**config.mk**
```make
export PLATFORM = sky130hd
export DESIGN_NAME = energy_monitor
export DESIGN_NICKNAME = d
export VERILOG_FILES = /design/src/logic/energy_monitor_pkg.sv /design/src/logic/energy_accumulator.sv /design/src/logic/energy_monitor.sv /design/src/logic/input_pipe.sv /design/src/logic/monitor_ctrl.sv /design/src/logic/partial_energy_calc.sv /design/src/logic/step_counter.sv
export VERILOG_INCLUDE_DIRS = /design/src /design/src/logic
export SDC_FILE = /design/constraint.sdc
export NUM_CORES = 1
export LEC_CHECK = 0
export BUFFER_PORTS_ARGS = -buffer_cell sky130_fd_sc_hd__clkbuf_2
export CAP_MARGIN = 25
export CORE_ASPECT_RATIO = 0.8
export CORE_UTILIZATION = 64
export DETAILED_ROUTE_END_ITERATION = 10
export GPL_TIMING_DRIVEN = 0
export PLACE_DENSITY = 0.84
export RECOVER_POWER = 25
export SYNTH_ARGS = -nofsm -noshare
export SYNTH_HDL_FRONTEND = slang
export SYNTH_SLANG_ARGS = --single-unit
export TNS_END_PERCENT = 50
```
**constraint.sdc**
```tcl
create_clock -name clk_i -period 25.7 [get_ports clk_i]
set_clock_uncertainty 0.05 [all_clocks]
set_input_delay 2.57 -clock clk_i [delete_from_list [all_inputs] [get_ports clk_i]]
set_output_delay 2.57 -clock clk_i [all_outputs]
set_load 0.005 [all_outputs]
```
**src/logic/energy_monitor_macros.svh**
```systemverilog
// Problem size and bit widths of the energy monitor, included by the package, the RTL and the testbench
`ifndef ENERGY_MONITOR_MACROS_SVH
`define ENERGY_MONITOR_MACROS_SVH

// Number of spins in one frame
`define EM_NUM_SPIN 16

// Matrix rows carried by one weight beat, NUM_SPIN must be a multiple of it
`define EM_PARALLELISM 2

// Signed width of one J element
`define EM_BITJ 4

// Signed width of the bias h
`define EM_BITH 4

// Unsigned width of the bias scale k
`define EM_SCALING_BIT 4

// Width of the energy returned to the host
`define EM_ENERGY_BIT 32

// Width of a spin index
`define EM_SPINIDX_BIT $clog2(`EM_NUM_SPIN)

// Local energy width, covers the J sum plus h*k with sign
`define EM_LOCAL_BIT (`EM_SPINIDX_BIT + `EM_BITJ + `EM_BITH + `EM_SCALING_BIT)

`endif

```
**src/logic/energy_monitor_pkg.sv**
```systemverilog
// Shared types of the energy monitor, imported by every RTL module that handles spins or energies
`include "energy_monitor_macros.svh"

package energy_monitor_pkg;

    // Spin vector, bit 1 is +1 and bit 0 is -1
    typedef logic [`EM_NUM_SPIN-1:0] spin_vec_t;

    // Spin index, also the row counter
    typedef logic [`EM_SPINIDX_BIT-1:0] spin_idx_t;

    // One coupling element and one full matrix row
    typedef logic signed [`EM_BITJ-1:0] j_elem_t;
    typedef j_elem_t [`EM_NUM_SPIN-1:0] j_row_t;

    // Bias and its unsigned scale
    typedef logic signed [`EM_BITH-1:0] h_bias_t;
    typedef logic [`EM_SCALING_BIT-1:0] h_scale_t;

    // Everything one row unit needs
    typedef struct packed {
        j_row_t j;
        h_bias_t h;
        h_scale_t k;
    } row_coef_t;

    // Element r holds row counter+r
    typedef row_coef_t [`EM_PARALLELISM-1:0] weight_beat_t;

    // Energy types
    typedef logic signed [`EM_LOCAL_BIT-1:0] local_energy_t;
    typedef logic signed [`EM_LOCAL_BIT+$clog2(`EM_PARALLELISM):0] row_sum_t;
    typedef logic signed [`EM_ENERGY_BIT-1:0] energy_t;
    // Doubled total before halving, one extra bit
    typedef logic signed [`EM_ENERGY_BIT:0] energy_dbl_t;

    // Frame controller phases
    typedef enum logic [2:0] {
        CFG,
        SPIN,
        WEIGHT,
        DRAIN,
        OUTPUT
    } ctrl_state_e;

endpackage

```
**src/logic/energy_accumulator.sv**
```systemverilog
// Frame accumulator, sums row energies, halves the total and holds the result until accepted
`timescale 1ns/1ps

module energy_accumulator
    import energy_monitor_pkg::*;
(
    input  logic     clk_i,
    input  logic     reset_i,
    input  logic     valid_i,
    input  logic     last_i,
    input  row_sum_t sum_i,
    input  logic     clear_i,
    output logic     done_o,
    output energy_t  energy_o
);

    energy_dbl_t total_q;
    energy_dbl_t total_d;
    energy_dbl_t half_total;
    energy_t     energy_q;
    logic        done_q;

    // Every pair is counted twice, signed divide truncates toward zero
    assign total_d    = total_q + energy_dbl_t'(sum_i);
    assign half_total = total_d / 2;

    always_ff @(posedge clk_i) begin
        if (reset_i || clear_i) begin
            total_q <= '0;
            done_q  <= 1'b0;
        end else if (valid_i) begin
            total_q <= total_d;
            // Last rows of the frame close it
            if (last_i) begin
                done_q <= 1'b1;
            end
        end
    end

    // Held result, stable while done is high
    always_ff @(posedge clk_i) begin
        if (valid_i && last_i) begin
            energy_q <= energy_t'(half_total);
        end
    end

    assign done_o   = done_q;
    assign energy_o = energy_q;

endmodule

```
**src/logic/energy_monitor.sv**
```systemverilog
// Top level of the Ising-machine energy monitor, one signed energy per frame of config, spins and weights
`timescale 1ns/1ps
`include "energy_monitor_macros.svh"

module energy_monitor
    import energy_monitor_pkg::*;
(
    input  logic         clk_i,
    input  logic         reset_i,
    // Config interface
    input  logic         config_valid_i,
    input  spin_idx_t    config_counter_i,
    output logic         config_ready_o,
    // Spin interface
    input  logic         spin_valid_i,
    input  spin_vec_t    spin_i,
    output logic         spin_ready_o,
    // Weight interface
    input  logic         weight_valid_i,
    input  weight_beat_t weight_i,
    output logic         weight_ready_o,
    // Energy interface
    output logic         energy_valid_o,
    output energy_t      energy_o,
    input  logic         energy_ready_i,
    // Cached spins of the current frame
    output spin_vec_t    spin_o
);

    // Pipe outputs toward the controller
    logic         cfg_valid, cfg_ready;
    spin_idx_t    cfg_index;
    logic         spn_valid, spn_ready;
    spin_vec_t    spn_data;
    logic         wgt_valid, wgt_ready;
    weight_beat_t wgt_beat;

    logic      wgt_hs;
    logic      energy_hs;
    spin_idx_t spin_index;
    logic      wgt_last;
    spin_vec_t spin_cache_q;
    logic [`EM_PARALLELISM-1:0] row_spin;

    // Registered row results
    local_energy_t row_local [`EM_PARALLELISM];
    logic [`EM_PARALLELISM-1:0] row_valid;
    logic [`EM_PARALLELISM-1:0] row_last;
    row_sum_t row_sum;
    logic     acc_done;

    input_pipe #(.data_t(spin_idx_t)) u_config_pipe (
        .clk_i(clk_i), .reset_i(reset_i),
        .valid_i(config_valid_i), .data_i(config_counter_i), .ready_o(config_ready_o),
        .valid_o(cfg_valid), .data_o(cfg_index), .ready_i(cfg_ready)
    );
    input_pipe #(.data_t(spin_vec_t)) u_spin_pipe (
        .clk_i(clk_i), .reset_i(reset_i),
        .valid_i(spin_valid_i), .data_i(spin_i), .ready_o(spin_ready_o),
        .valid_o(spn_valid), .data_o(spn_data), .ready_i(spn_ready)
    );
    input_pipe #(.data_t(weight_beat_t)) u_weight_pipe (
        .clk_i(clk_i), .reset_i(reset_i),
        .valid_i(weight_valid_i), .data_i(weight_i), .ready_o(weight_ready_o),
        .valid_o(wgt_valid), .data_o(wgt_beat), .ready_i(wgt_ready)
    );

    assign wgt_hs    = wgt_valid & wgt_ready;
    assign energy_hs = energy_valid_o & energy_ready_i;

    monitor_ctrl u_ctrl (
        .clk_i(clk_i), .reset_i(reset_i),
        .config_valid_i(cfg_valid), .config_ready_o(cfg_ready),
        .spin_valid_i(spn_valid), .spin_ready_o(spn_ready),
        .weight_valid_i(wgt_valid), .weight_ready_o(wgt_ready),
        .last_i(wgt_last), .done_i(acc_done),
        .energy_valid_o(energy_valid_o), .energy_ready_i(energy_ready_i)
    );

    // Row index of the beat waiting in the weight pipe
    step_counter u_counter (
        .clk_i(clk_i), .reset_i(reset_i),
        .load_i(cfg_valid & cfg_ready), .start_i(cfg_index),
        .step_i(wgt_hs), .index_o(spin_index), .last_o(wgt_last)
    );

    // Spin cache, written once per frame
    always_ff @(posedge clk_i) begin
        if (spn_valid && spn_ready) begin
            spin_cache_q <= spn_data;
        end
    end
    assign spin_o = spin_cache_q;

    // Little-endian row spins, row r is spin counter+r
    always_comb begin
        for (int r = 0; r < `EM_PARALLELISM; r++) begin
            row_spin[r] = spin_cache_q[(int'(spin_index) + r) % `EM_NUM_SPIN];
        end
    end

    for (genvar r = 0; r < `EM_PARALLELISM; r++) begin : g_row
        // Only row 0 carries the frame end
        partial_energy_calc u_row (
            .clk_i(clk_i), .reset_i(reset_i),
            .valid_i(wgt_hs), .last_i((r == 0) ? wgt_last : 1'b0),
            .spins_i(spin_cache_q), .row_spin_i(row_spin[r]), .coef_i(wgt_beat[r]),
            .local_o(row_local[r]), .valid_o(row_valid[r]), .last_o(row_last[r])
        );
    end

    // Adder tree over the registered row energies
    always_comb begin
        row_sum = '0;
        for (int r = 0; r < `EM_PARALLELISM; r++) begin
            row_sum = row_sum + row_sum_t'(row_local[r]);
        end
    end

    // Rows move in lockstep, valids are identical
    energy_accumulator u_accum (
        .clk_i(clk_i), .reset_i(reset_i),
        .valid_i(&row_valid), .last_i(|row_last), .sum_i(row_sum),
        .clear_i(energy_hs), .done_o(acc_done), .energy_o(energy_o)
    );

endmodule

```
**src/logic/input_pipe.sv**
```systemverilog
// Single valid/ready register slice placed on each input interface of the energy monitor
`timescale 1ns/1ps

module input_pipe #(
    parameter type data_t = logic
) (
    input  logic  clk_i,
    input  logic  reset_i,
    // Upstream side
    input  logic  valid_i,
    input  data_t data_i,
    output logic  ready_o,
    // Downstream side
    output logic  valid_o,
    output data_t data_o,
    input  logic  ready_i
);

    logic  valid_q;
    data_t data_q;

    // Stage can take a beat when empty or when it drains this cycle
    assign ready_o = ~valid_q | ready_i;

    // Occupancy flag
    always_ff @(posedge clk_i) begin
        if (reset_i) begin
            valid_q <= 1'b0;
        end else if (ready_o) begin
            valid_q <= valid_i;
        end
    end

    // Payload, only loaded on an accepted beat
    always_ff @(posedge clk_i) begin
        if (ready_o && valid_i) begin
            data_q <= data_i;
        end
    end

    assign valid_o = valid_q;
    assign data_o  = data_q;

endmodule

```
**src/logic/monitor_ctrl.sv**
```systemverilog
// Frame controller of the energy monitor, opens one input phase at a time and owns the energy valid
`timescale 1ns/1ps

module monitor_ctrl
    import energy_monitor_pkg::*;
(
    input  logic clk_i,
    input  logic reset_i,
    // Config phase
    input  logic config_valid_i,
    output logic config_ready_o,
    // Spin phase
    input  logic spin_valid_i,
    output logic spin_ready_o,
    // Weight phase
    input  logic weight_valid_i,
    output logic weight_ready_o,
    // Counter says this beat ends the matrix
    input  logic last_i,
    // Accumulator holds the finished energy
    input  logic done_i,
    // Result handshake
    output logic energy_valid_o,
    input  logic energy_ready_i
);

    ctrl_state_e state_q;
    ctrl_state_e state_d;

    // Phase sequencing
    always_comb begin
        state_d = state_q;
        case (state_q)
            CFG: begin
                // Start index loads on this beat
                if (config_valid_i) begin
                    state_d = SPIN;
                end
            end
            SPIN: begin
                if (spin_valid_i) begin
                    state_d = WEIGHT;
                end
            end
            WEIGHT: begin
                // Stay here until the beat that wraps the counter
                if (weight_valid_i && last_i) begin
                    state_d = DRAIN;
                end
            end
            DRAIN: begin
                // Row units and accumulator still busy
                if (done_i) begin
                    state_d = OUTPUT;
                end
            end
            OUTPUT: begin
                if (energy_ready_i) begin
                    state_d = CFG;
                end
            end
            default: begin
                state_d = CFG;
            end
        endcase
    end

    always_ff @(posedge clk_i) begin
        if (reset_i) begin
            state_q <= CFG;
        end else begin
            state_q <= state_d;
        end
    end

    // One ready per phase, never two at once
    assign config_ready_o = (state_q == CFG);
    assign spin_ready_o   = (state_q == SPIN);
    assign weight_ready_o = (state_q == WEIGHT);
    // Held until the host takes the energy
    assign energy_valid_o = (state_q == OUTPUT);

endmodule

```
**src/logic/partial_energy_calc.sv**
```systemverilog
// Local energy of one matrix row, registered, one instance per row of a weight beat
`timescale 1ns/1ps
`include "energy_monitor_macros.svh"

module partial_energy_calc
    import energy_monitor_pkg::*;
(
    input  logic          clk_i,
    input  logic          reset_i,
    input  logic          valid_i,
    input  logic          last_i,
    // Whole cached spin vector
    input  spin_vec_t     spins_i,
    // Spin of this row
    input  logic          row_spin_i,
    input  row_coef_t     coef_i,
    output local_energy_t local_o,
    output logic          valid_o,
    output logic          last_o
);

    local_energy_t field_sum;
    local_energy_t bias_term;
    local_energy_t local_d;
    local_energy_t local_q;
    logic          valid_q;
    logic          last_q;

    // Sum of J_ij * sigma_j plus h*k
    always_comb begin
        local_energy_t j_val;
        field_sum = '0;
        for (int j = 0; j < `EM_NUM_SPIN; j++) begin
            j_val = local_energy_t'($signed(coef_i.j[j]));
            // Spin 0 flips the sign of the coupling
            if (spins_i[j]) begin
                field_sum = field_sum + j_val;
            end else begin
                field_sum = field_sum - j_val;
            end
        end
        // k is unsigned, zero extended before the signed product
        bias_term = local_energy_t'($signed(coef_i.h)) *
                    local_energy_t'($signed({1'b0, coef_i.k}));
        // Row spin of -1 negates the whole row
        if (row_spin_i) begin
            local_d = field_sum + bias_term;
        end else begin
            local_d = -(field_sum + bias_term);
        end
    end

    // Result register, payload only
    always_ff @(posedge clk_i) begin
        if (valid_i) begin
            local_q <= local_d;
        end
    end

    // Flags travel with the result
    always_ff @(posedge clk_i) begin
        if (reset_i) begin
            valid_q <= 1'b0;
            last_q  <= 1'b0;
        end else begin
            valid_q <= valid_i;
            last_q  <= valid_i & last_i;
        end
    end

    assign local_o = local_q;
    assign valid_o = valid_q;
    assign last_o  = last_q;

endmodule

```
**src/logic/step_counter.sv**
```systemverilog
// Spin-index counter for the weight phase, loaded from the config beat and stepped per weight beat
`timescale 1ns/1ps
`include "energy_monitor_macros.svh"

module step_counter
    import energy_monitor_pkg::*;
(
    input  logic      clk_i,
    input  logic      reset_i,
    input  logic      load_i,
    input  spin_idx_t start_i,
    input  logic      step_i,
    output spin_idx_t index_o,
    output logic      last_o
);

    spin_idx_t index_q;
    spin_idx_t next_index;
    int        next_sum;

    // Next index, wrapped back into 0..NUM_SPIN-1
    always_comb begin
        next_sum = int'(index_q) + `EM_PARALLELISM;
        // This beat covers the top rows of the matrix
        last_o = (next_sum >= `EM_NUM_SPIN);
        if (last_o) begin
            next_index = spin_idx_t'(next_sum - `EM_NUM_SPIN);
        end else begin
            next_index = spin_idx_t'(next_sum);
        end
    end

    // Load has priority, a frame never loads and steps together
    always_ff @(posedge clk_i) begin
        if (reset_i) begin
            index_q <= '0;
        end else if (load_i) begin
            index_q <= start_i;
        end else if (step_i) begin
            index_q <= next_index;
        end
    end

    assign index_o = index_q;

endmodule

```
# Word-level counts from Yosys, hierarchy flattened
# Index checks and enable logic that the tools add are counted.
dict set report classes {
  order_cmp 3
  n_bitwise 12
  n_addsub 72
  reduce_logical 12
  eq_ne 9
  multipliers 2
  n_mux 48
}
# op n
set ops {}
lappend ops {{16-bit 2-to-1 mux} 34}
lappend ops {{16-bit by 4-bit adder with 16-bit output} 30}
lappend ops {{16-bit by 4-bit subtractor with 16-bit output} 30}
lappend ops {{33-bit by 17-bit adder with 33-bit output} 1}
lappend ops {{16-bit adder} 2}
lappend ops {{32-bit by 1-bit adder with 32-bit output} 1}
lappend ops {{16-bit negator} 2}
lappend ops {{4-bit by 5-bit multiplier with 9-bit output} 2}
lappend ops {{16-bit by 16-bit adder with 17-bit output} 1}
lappend ops {{3-bit 2-to-1 mux} 5}
lappend ops {{3-bit case mux with 5 select lines} 1}
lappend ops {{4-bit 2-to-1 mux} 3}
lappend ops {{2-bit by 1-bit != test with 1-bit output, second input constant} 5}
lappend ops {{1-bit by 4-bit subtractor with 5-bit output, first input constant} 2}
lappend ops {{1-bit binary-select mux with 4-bit select} 2}
lappend ops {{3-bit by 2-bit == test with 1-bit output, second input constant} 2}
lappend ops {{1-bit logical AND} 6}
lappend ops {{5-bit by 6-bit less-than comparator with 1-bit output, second input constant} 1}
lappend ops {{4-bit by 2-bit adder with 5-bit output, second input constant} 1}
lappend ops {{1-bit bitwise AND} 5}
lappend ops {{5-bit greater-or-equal comparator, second input constant} 1}
lappend ops {{4-bit by 5-bit less-than comparator with 1-bit output, second input constant} 1}
lappend ops {{5-bit AND reduction} 1}
lappend ops {{4-bit by 1-bit adder with 4-bit output, second input constant} 1}
lappend ops {{other kinds (12)} 18}
dict set report word_totals {
  out_inout_bits 52
  reg_bits 290
  input_bits 170
}

# Depth between registers and ports, before layout
# Gate-level depths: netlist (run 1).
dict set report logic_depth {
  word_depth 35
  mapped_depth 102
  ltp_nobuf 101
}

# By module
# Synthesis (run 1) repeated with hierarchy kept, for this count alone.
dict set report unflattened {
  cells_unflattened 4469
  hier_area_um2 39055.0
}
# module cells_per_inst area_each_um2 instances
set modules_own_cells {}
lappend modules_own_cells {{partial_energy_calc (g_row[0].u_row)} 1809 13746.9 1}
lappend modules_own_cells {{partial_energy_calc (g_row[1].u_row)} 1747 13252.7 1}
lappend modules_own_cells {energy_accumulator 548 4921.0 1}
lappend modules_own_cells {{input_pipe (u_weight_pipe)} 149 4379.2 1}
lappend modules_own_cells {energy_monitor 148 1656.6 1}
lappend modules_own_cells {{input_pipe (u_spin_pipe)} 21 535.5 1}
lappend modules_own_cells {step_counter 19 198.9 1}
lappend modules_own_cells {monitor_ctrl 19 188.9 1}
lappend modules_own_cells {{input_pipe (u_config_pipe)} 9 175.2 1}

# Worst setup path after synthesis (run 1)
# OpenSTA, ideal clock, no wires.
dict set report synth_timing {
  kind {reg-to-reg}
  from {reg spin_cache_q[0], in the netlist spin_o[0]}
  to {reg g_row[0].u_row.local_q[15] (data pin)}
  synth_period_minus_slack_ns 19.249
  path_buffers 4
  setup_ns 0.268
  t_arrival_ns 18.932
  setup_slack_ns 6.451
  path_stages_with_launch 97
  path_cell_list {edfxtp_1 -> clkbuf_1 -> mux2_2 -> ha_1 -> a21o_1 -> a21oi_1 -> nor2b_1 -> or2_2 -> a21oi_1 -> xnor2_1 -> ha_1 -> a21oi_1 -> o21bai_1 -> a21oi_1 -> o21ai_0 -> a21oi_1 -> o21bai_1 -> a21oi_1 -> (+61 left out) -> a211o_1 -> ha_1 -> clkbuf_1 -> mux2i_1 -> o211ai_1 -> a311o_1 -> ha_1 -> mux2_2 -> a311oi_1 -> o311ai_0 -> ha_1 -> a21oi_1 -> xor3_1 -> xnor2_1 -> xnor2_1 -> xnor2_1 -> xnor2_1 -> xnor3_1}
}
dict set report synth_between {
  elab_chain_len 34
}
# element line
set synth_rtl {}
lappend synth_rtl {{start: declaration} energy_monitor.sv:42} ;# spin_vec_t spin_cache_q;
lappend synth_rtl {{start signal: assignment} energy_monitor.sv:90} ;# spin_cache_q <= spn_data;
lappend synth_rtl {{16-bit 2-to-1 mux} partial_energy_calc.sv:36} ;# if (spins_i[j]) begin
lappend synth_rtl {{16-bit by 4-bit subtractor with 16-bit output / 16-bit by 4-bit adder with 16-bit output (equally long branches)} {partial_energy_calc.sv:39, partial_energy_calc.sv:37}}
lappend synth_rtl {{16-bit 2-to-1 mux} partial_energy_calc.sv:36}
lappend synth_rtl {{16-bit by 4-bit subtractor with 16-bit output / 16-bit by 4-bit adder with 16-bit output (equally long branches)} {partial_energy_calc.sv:39, partial_energy_calc.sv:37}}
lappend synth_rtl {{16-bit 2-to-1 mux} partial_energy_calc.sv:36}
lappend synth_rtl {{16-bit by 4-bit subtractor with 16-bit output / 16-bit by 4-bit adder with 16-bit output (equally long branches)} {partial_energy_calc.sv:39, partial_energy_calc.sv:37}}
lappend synth_rtl {{16-bit 2-to-1 mux} partial_energy_calc.sv:36}
lappend synth_rtl {{16-bit by 4-bit subtractor with 16-bit output / 16-bit by 4-bit adder with 16-bit output (equally long branches)} {partial_energy_calc.sv:39, partial_energy_calc.sv:37}}
lappend synth_rtl {{(+19 left out)} --}
lappend synth_rtl {{16-bit by 4-bit subtractor with 16-bit output / 16-bit by 4-bit adder with 16-bit output (equally long branches)} {partial_energy_calc.sv:39, partial_energy_calc.sv:37}}
lappend synth_rtl {{16-bit 2-to-1 mux} partial_energy_calc.sv:36}
lappend synth_rtl {{16-bit by 4-bit subtractor with 16-bit output / 16-bit by 4-bit adder with 16-bit output (equally long branches)} {partial_energy_calc.sv:39, partial_energy_calc.sv:37}}
lappend synth_rtl {{16-bit 2-to-1 mux} partial_energy_calc.sv:36}
lappend synth_rtl {{16-bit adder} {partial_energy_calc.sv:47, partial_energy_calc.sv:49}}
lappend synth_rtl {{16-bit negator} partial_energy_calc.sv:49} ;# local_d = -(field_sum + bias_term);
lappend synth_rtl {{16-bit 2-to-1 mux *} partial_energy_calc.sv:46} ;# if (row_spin_i) begin
lappend synth_rtl {{net g_row[0].u_row.local_d[15]} partial_energy_calc.sv:24} ;# local_energy_t local_d;
lappend synth_rtl {{end signal: assignment} partial_energy_calc.sv:56} ;# local_q <= local_d;
lappend synth_rtl {{end: declaration} partial_energy_calc.sv:25} ;# local_energy_t local_q;
# Mark *: on every way through the listed nets, which the timed path passes. The rest lies on a longest branch. The select of a mux whose other input is x is not followed.
# A chain may end at the register's enable or synchronous reset.

# Final worst setup path (run 1)
# Same ends and word-level chain as after synthesis.

==> results of run 1 <==
## how the worst min path moves through the flow
stage / startpoint / end / slack, ps
after floorplan: u_spin_pipe.data_o[0] / spin_o[0] / 350
after global placement: u_spin_pipe.data_o[11] / spin_o[11] / 350
after detailed placement: u_spin_pipe.data_o[11] / spin_o[11] / 350
after CTS: u_spin_pipe.data_o[1] / spin_o[1] / 350
after global routing: u_spin_pipe.data_o[1] / spin_o[1] / 360
final: u_spin_pipe.data_o[1] / spin_o[1] / 350
## state kept, by name (all words and copies together), names as in the netlist
register               count
g_row.u_row.valid_o        1
u_counter.index_o          4
u_config_pipe.valid_o      1
u_weight_pipe.data_o     144
g_row.u_row.local_o       32
u_weight_pipe.valid_o      1
spin_o                    16
u_config_pipe.data_o       4
g_row.u_row.last_o         1
u_spin_pipe.data_o        16
u_accum.energy_o          32
u_spin_pipe.valid_o        1
u_accum.done_o             1
u_ctrl.state_q             3
u_accum.total_q           33
## through the flow
step                instance area [um2]  worst slack [ps]
CTS                               41600              4130
floorplan                         38200              6450
global route                      41500              2340
detailed placement                40500              4260
global placement                  40300              4700
finish                            41500              3790
## cells by family after synthesis
| group | Yosys count | synth area share, % |
|---|---|---|
| compound gates | 1142 | 18.8 |
| xor+xnor | 545 | 13.0 |
| fa+ha+maj | 740 | 25.7 |
| buf+inv | 469 | 4.62 |
| flops | 290 | 21.6 |
| mux | 95 | 2.95 |
| simple gates | 1073 | 13.4 |
## critical path, delay by kind of cell, from the launching register on
kind,cells,cell delay (ps)
multiplexers,6,1590
flip-flops,1,420
XOR/XNOR,8,1720
buffers and inverters,11,2120
AO/OA/AOI/OAI,40,8880
AND/OR/NAND/NOR,13,1670
adder cells (fa/ha/maj),16,5160
## layer usage
metal  GRT usage, %  vias up
li1               -    16200
met2           45.5     1018
met1           44.0    14900
met5              0        -
met3           3.49      144
met4           8.32        0
## cell type report
type / instances / area (um2)
plain buffers: 53 / 206
clock buffers: 39 / 857
clock inverters: 15 / 191
fillers: 4408 / 17100
inverters: 416 / 1560
multi-input cells: 3595 / 28200
flip-flops and latches: 290 / 8250
well taps: 769 / 962
repair buffers: 231 / 1290
## placed cells by master (no fill, tap or decap), types with 38 or more instances in the layout
cell type	instances
sky130_fd_sc_hd__a21o_1	120
sky130_fd_sc_hd__a21oi_1	431
sky130_fd_sc_hd__clkbuf_1	56
sky130_fd_sc_hd__clkbuf_2	220
sky130_fd_sc_hd__dfxtp_1	46
sky130_fd_sc_hd__edfxtp_1	244
sky130_fd_sc_hd__fa_1	75
sky130_fd_sc_hd__ha_1	665
sky130_fd_sc_hd__inv_1	416
sky130_fd_sc_hd__mux2_2	38
sky130_fd_sc_hd__mux2i_1	46
sky130_fd_sc_hd__nand2_1	226
sky130_fd_sc_hd__nand2b_1	70
sky130_fd_sc_hd__nand3_1	67
sky130_fd_sc_hd__nor2_1	364
sky130_fd_sc_hd__nor3_1	106
sky130_fd_sc_hd__o21ai_0	200
sky130_fd_sc_hd__o21bai_1	118
sky130_fd_sc_hd__or3_1	48
sky130_fd_sc_hd__xnor2_1	364
sky130_fd_sc_hd__xor2_1	167
==> reports/results.md, run 1 <==
### Run status
* finished with violations — result of the run
* max-capacitance violations, max-slew violations — failing checks

### Clocking
* 3 — buffer depth of the longest clock path
* done — CTS tree
* sky130_fd_sc_hd__clkbuf_16 — cell chosen for the clock root
* 1 — level count of the clock H-tree
* 290 — number of clock sinks
* 70 ps — Worst-path clk slew
* 0 — # hold bufs at CTS
* 0 — Post-CTS Setup Inserts
* 30 — clock buffers created by TritonCTS
* 620 ps — insertion delay of the later-clocked pin in the worst-skew pair
* 0 — post-cts gate resize count

### Drt
* 91600 um — Detailed Route WL
* 0 — residual DRC count
* 7060 um — WL met3
* 6 — detailed-router iteration count before antenna repair
* 16.9 um — average wire length per cell after detail routing
* 32300 — via count
* 0 — antenna-violating nets left
* met4 — max layer used
* 43500 um — wire length on met1
* 38300 um — met2 WL
* 5.97 — via/cell ratio
* 2913 — violation count after the first detailed-routing iteration

### Die
* 58600 um2 — area inside the core boundary
* 275 um — die width
* 222 — # IOs
* 65.2% — starting utilization of the core area
* 60700 um2 — Die Footprint
* 221 um — DIE HEIGHT
* 79 — row cnt

### Logic synthesis
* 21.8% — area share of the largest cell type after synthesis
* 38200 um2 — mapped cell area
* 21.6% — sequential share of the synthesized area
* 81 — count of cell types in the netlist
* 244 — EDFF count, synth
* 8.78 um2 — mean instance size in the synthesized netlist
* sky130_fd_sc_hd__edfxtp_1 — leading register cell type out of synthesis
* 0 — Yosys warning count
* sky130_fd_sc_hd__ha_1 — cell accounting for the most synthesized area
* 0% — share of synthesized flip-flops with an asynchronous set or reset
* sky130_fd_sc_hd__ha_1 (22%), sky130_fd_sc_hd__edfxtp_1 (19%), sky130_fd_sc_hd__xnor2_1 (8.3%), sky130_fd_sc_hd__a21oi_1 (5.6%), sky130_fd_sc_hd__inv_1 (4.1%) — ranking of synthesized cells by area
* 290 — total of flip-flops plus latches after synthesis
* 5264 — synthesized net count
* sky130_fd_sc_hd__ha_1 (665), sky130_fd_sc_hd__a21oi_1 (431), sky130_fd_sc_hd__inv_1 (416) — commonest cells in the netlist
* sky130_fd_sc_hd__ha_1 — most frequently used cell type in the post-synthesis netlist
* 4354 — synthesized netlist cell count

### Place
* 221 — count of input and output buffers
* 75400 um — HPWL after DPL
* 0.937 — placer congestion estimate
* 5354 — cell count after placement

### Setup path
* reg2reg — start-to-end type of the worst setup path
* register — Critical Path End Type
* spin_o[0] — reg-to-reg startpoint
* g_row[0].u_row.local_o[15] — critical path endpoint
* 10 — worst-path maximum fanout
* sky130_fd_sc_hd__o41ai_1 — cell with the largest stage delay on the worst path
* spin_o[0] — startpoint of the most critical setup path
* 22190 ps — worst endpoint data arrival time
* 3790 ps — register-to-register path setup slack
* g_row[0].u_row.local_o[15] — capturing point of the worst reg2reg path
* 25980 ps — WP data required
* register — element type at the critical path start
* sky130_fd_sc_hd__ha_1 — most frequent cell on the critical path
* 610 ps — largest stage delay on the critical path
* 94 — Worst R2R Path Depth

### STA
* 0 ps — setup TNS
* 45.6 MHz — maximum frequency from static timing analysis
* 6 — Slew Limit Fails
* -1.76% — Max-slew headroom
* 0 — Setup-failing EPs final
* 0 — count of endpoints failing hold in the final timing report
* false — setup repair after global routing missed its margin
* 350 ps — Fin Hold WS
* 1520 ps — actual transition at the worst max-transition pin
* 21910 ps — final worst path period need
* 85.2% — Tcrit/Tclk final

### Job
* 1 — total of max-cap violations

### GRT
* 56 — maximum number of pins on one net before global-route repair
* 29.7% — gr usage total
* 0 — global route overflow
* 29600 — number of global-route vias before repair
* 147000 um — global-route wire length before repair
* 1 — antenna violations before repair

### Hold path
* reg2reg — Hold Crit Class
* 0 — number of cells on the worst hold path

### Cells and area
* 8.65% — Synth-to-Final Area Change
* 0 — number of inserted diodes
* 70.9% — Util after Layout
* 7.80% — share of final-layout standard cells stronger than drive strength 1
* 5408 — Final Non-Filler Cells
* 5527 — number of nets in the layout

Power of run 1 is left out: the tool's default activity adds up to more than one toggle a clock period on the data nets, which glitch-free logic cannot reach.
==> run 2, diff against run 1 <==
--- a/config.mk
+++ b/config.mk
@@ -9,10 +9,10 @@
 export BUFFER_PORTS_ARGS = -buffer_cell sky130_fd_sc_hd__clkbuf_2
 export CAP_MARGIN = 25
 export CORE_ASPECT_RATIO = 0.8
-export CORE_UTILIZATION = 64
+export CORE_UTILIZATION = 56
 export DETAILED_ROUTE_END_ITERATION = 10
 export GPL_TIMING_DRIVEN = 0
-export PLACE_DENSITY = 0.84
+export PLACE_DENSITY_LB_ADDON = 0.15
 export RECOVER_POWER = 25
 export SYNTH_ARGS = -nofsm -noshare
 export SYNTH_HDL_FRONTEND = slang
==> run 2 against run 1 <==
  * The flow still finishes with violations (max-capacitance violations, max-slew violations)
  * Register-to-register slack worse by 40 ps
  * Non-clock buffer count down 1
  * Routed wire length down 1.9%
  * Global-route usage down 4.2 points
  * Hold slack better by 5.7 ps
  * Flip-flop and latch count unchanged
  * Clock-buffer cell count up 5
  * Sequential share of layout area about the same
  * Core utilization down 9.1 points
  * First-iteration DRC count down 28%
  * Fmax down 0.17%
==> reports/results.md, run 2 (same netlist as run 1, synthesis figures left out) <==
### Place
* 221 — count of input and output buffers
* 75300 um — HPWL after DPL
* 0.913 — placer congestion estimate

### STA
* 45.6 MHz — maximum frequency from static timing analysis
* 0 — count of endpoints failing hold in the final timing report
* false — setup repair after global routing missed its margin
* 34 — Slew Limit Fails
* -40.4% — Max-slew headroom
* 21950 ps — final worst path period need
* 0 ps — setup TNS
* 0 — Setup-failing EPs final
* 85.4% — Tcrit/Tclk final
* 2100 ps — actual transition at the worst max-transition pin

### Setup path
* sky130_fd_sc_hd__a41oi_1 — cell with the largest stage delay on the worst path
* 25980 ps — WP data required
* 10 — worst-path maximum fanout
* register — element type at the critical path start
* 11 — Buf/Inv on CP
* 530 ps — largest stage delay on the critical path
* reg2reg — start-to-end type of the worst setup path
* compound AO/OA/AOI/OAI gates — critical path's top delay family
* register — Critical Path End Type
* sky130_fd_sc_hd__ha_1 — most frequent cell on the critical path
* 22220 ps — worst endpoint data arrival time

### Clocking
* 1 — level count of the clock H-tree
* 3 — buffer depth of the longest clock path
* done — CTS tree
* 31 — clock buffers created by TritonCTS
* 0 — # hold bufs at CTS
* 0 — post-cts gate resize count
* 290 — number of clock sinks
* 0 — Post-CTS Setup Inserts
* 630 ps — insertion delay of the later-clocked pin in the worst-skew pair
* sky130_fd_sc_hd__clkbuf_16 — cell chosen for the clock root
* 70 ps — Worst-path clk slew

### Cells and area
* 8.90% — Synth-to-Final Area Change
* sky130_fd_sc_hd__ha_1 (665), sky130_fd_sc_hd__a21oi_1 (431), sky130_fd_sc_hd__inv_1 (416) — most used cells in the layout excluding fill and tap cells
* 144 — flip-flop count of the largest register after layout
* 8250 um2 — flip-flop and latch area
* 0 — number of inserted diodes
* 28200 um2 — combined area of the multi-input logic cells
* 7.78% — share of final-layout standard cells stronger than drive strength 1
* sky130_fd_sc_hd__ha_1 — most common cell after layout, fill and taps aside
* 5527 — number of nets in the layout
* 5988 — FILL cells

### Job
* 1 — total of max-cap violations

### Run status
* max-capacitance violations, max-slew violations — failing checks
* finished with violations — result of the run

### Die
* 85 — row cnt
* 67400 um2 — area inside the core boundary
* 294 um — die width
* 69300 um2 — Die Footprint
* 56.7% — starting utilization of the core area
* 222 — # IOs
* 236 um — DIE HEIGHT

### Drt
* 89900 um — Detailed Route WL
* 5 — detailed-router iteration count before antenna repair
* 31300 — via count
* 16.2 um — average wire length per cell after detail routing
* 0 — residual DRC count
* 0 — antenna-violating nets left
* 2091 — violation count after the first detailed-routing iteration
* 5.64 — via/cell ratio

### Hold path
* reg2reg — Hold Crit Class

### GRT
* 144000 um — global-route wire length before repair
* 65 — maximum number of pins on one net before global-route repair
* 28800 — number of global-route vias before repair
* 3 — antenna violations before repair
* 25.5% — gr usage total
* 0 — global route overflow

-- run 2: cell types whose count changed in the layout (fill, tap and decap cells not counted), moves of 2 or more --
cell / delta
sky130_fd_sc_hd__bufinv_16: -3
sky130_fd_sc_hd__clkbuf_1: +2
sky130_fd_sc_hd__clkinv_8: -2
sky130_fd_sc_hd__buf_16: -2
sky130_fd_sc_hd__inv_4: +2
sky130_fd_sc_hd__clkinvlp_4: -2
-- run 2: path summary, 6_finish.rpt --
kind / startpoint / endpoint / slack, ps / cells past startpoint
max reg2reg: spin_o[0] / g_row[0].u_row.local_o[15] / 3750 / 96
max: spin_o[0] / g_row[0].u_row.local_o[15] / 3750 / 96
min: u_spin_pipe.data_o[0] / spin_o[0] / 360 / 0
min reg2reg: u_spin_pipe.data_o[0] / spin_o[0] / 360 / 0
-- run 2: routing by layer --
layer  wire [um]  up-vias  global-route usage, %  part of all wire (%)
li1            -    16200                      -                     -
met1       46700    14300                   39.8                    52
met4        1910        0                   5.29                   2.1
met2       36600      656                   37.8                    41
met5           0        -                      0                     0
met3        4680       81                   2.39                   5.2
-- run 2: layout make-up --
cell class	instances	share of cell area [%]
Tap cell	913	2.74
Inverter	416	3.75
Multi-Input combinational cell	3595	67.8
Buffer	53	0.496
Clock inverter	12	0.219
Sequential cell	290	19.8
Timing Repair Buffer	230	3.03
Clock buffer	44	2.18
-- run 2: per-stage QoR --
step	cells	instance area [um2]	util, %	worst slack, ps	hold WS (ps)
2_1_floorplan	4354	38200	-	6450	350
3_3_place_gp	5488	40500	60.0	4430	350
3_5_place_dp	5497	40700	60.3	4090	355
4_1_cts	5553	41700	61.8	4000	359
5_1_grt	5553	41600	61.8	2270	370
6_report	5553	41600	61.8	3750	356
Power of run 2 is left out for the same reason.
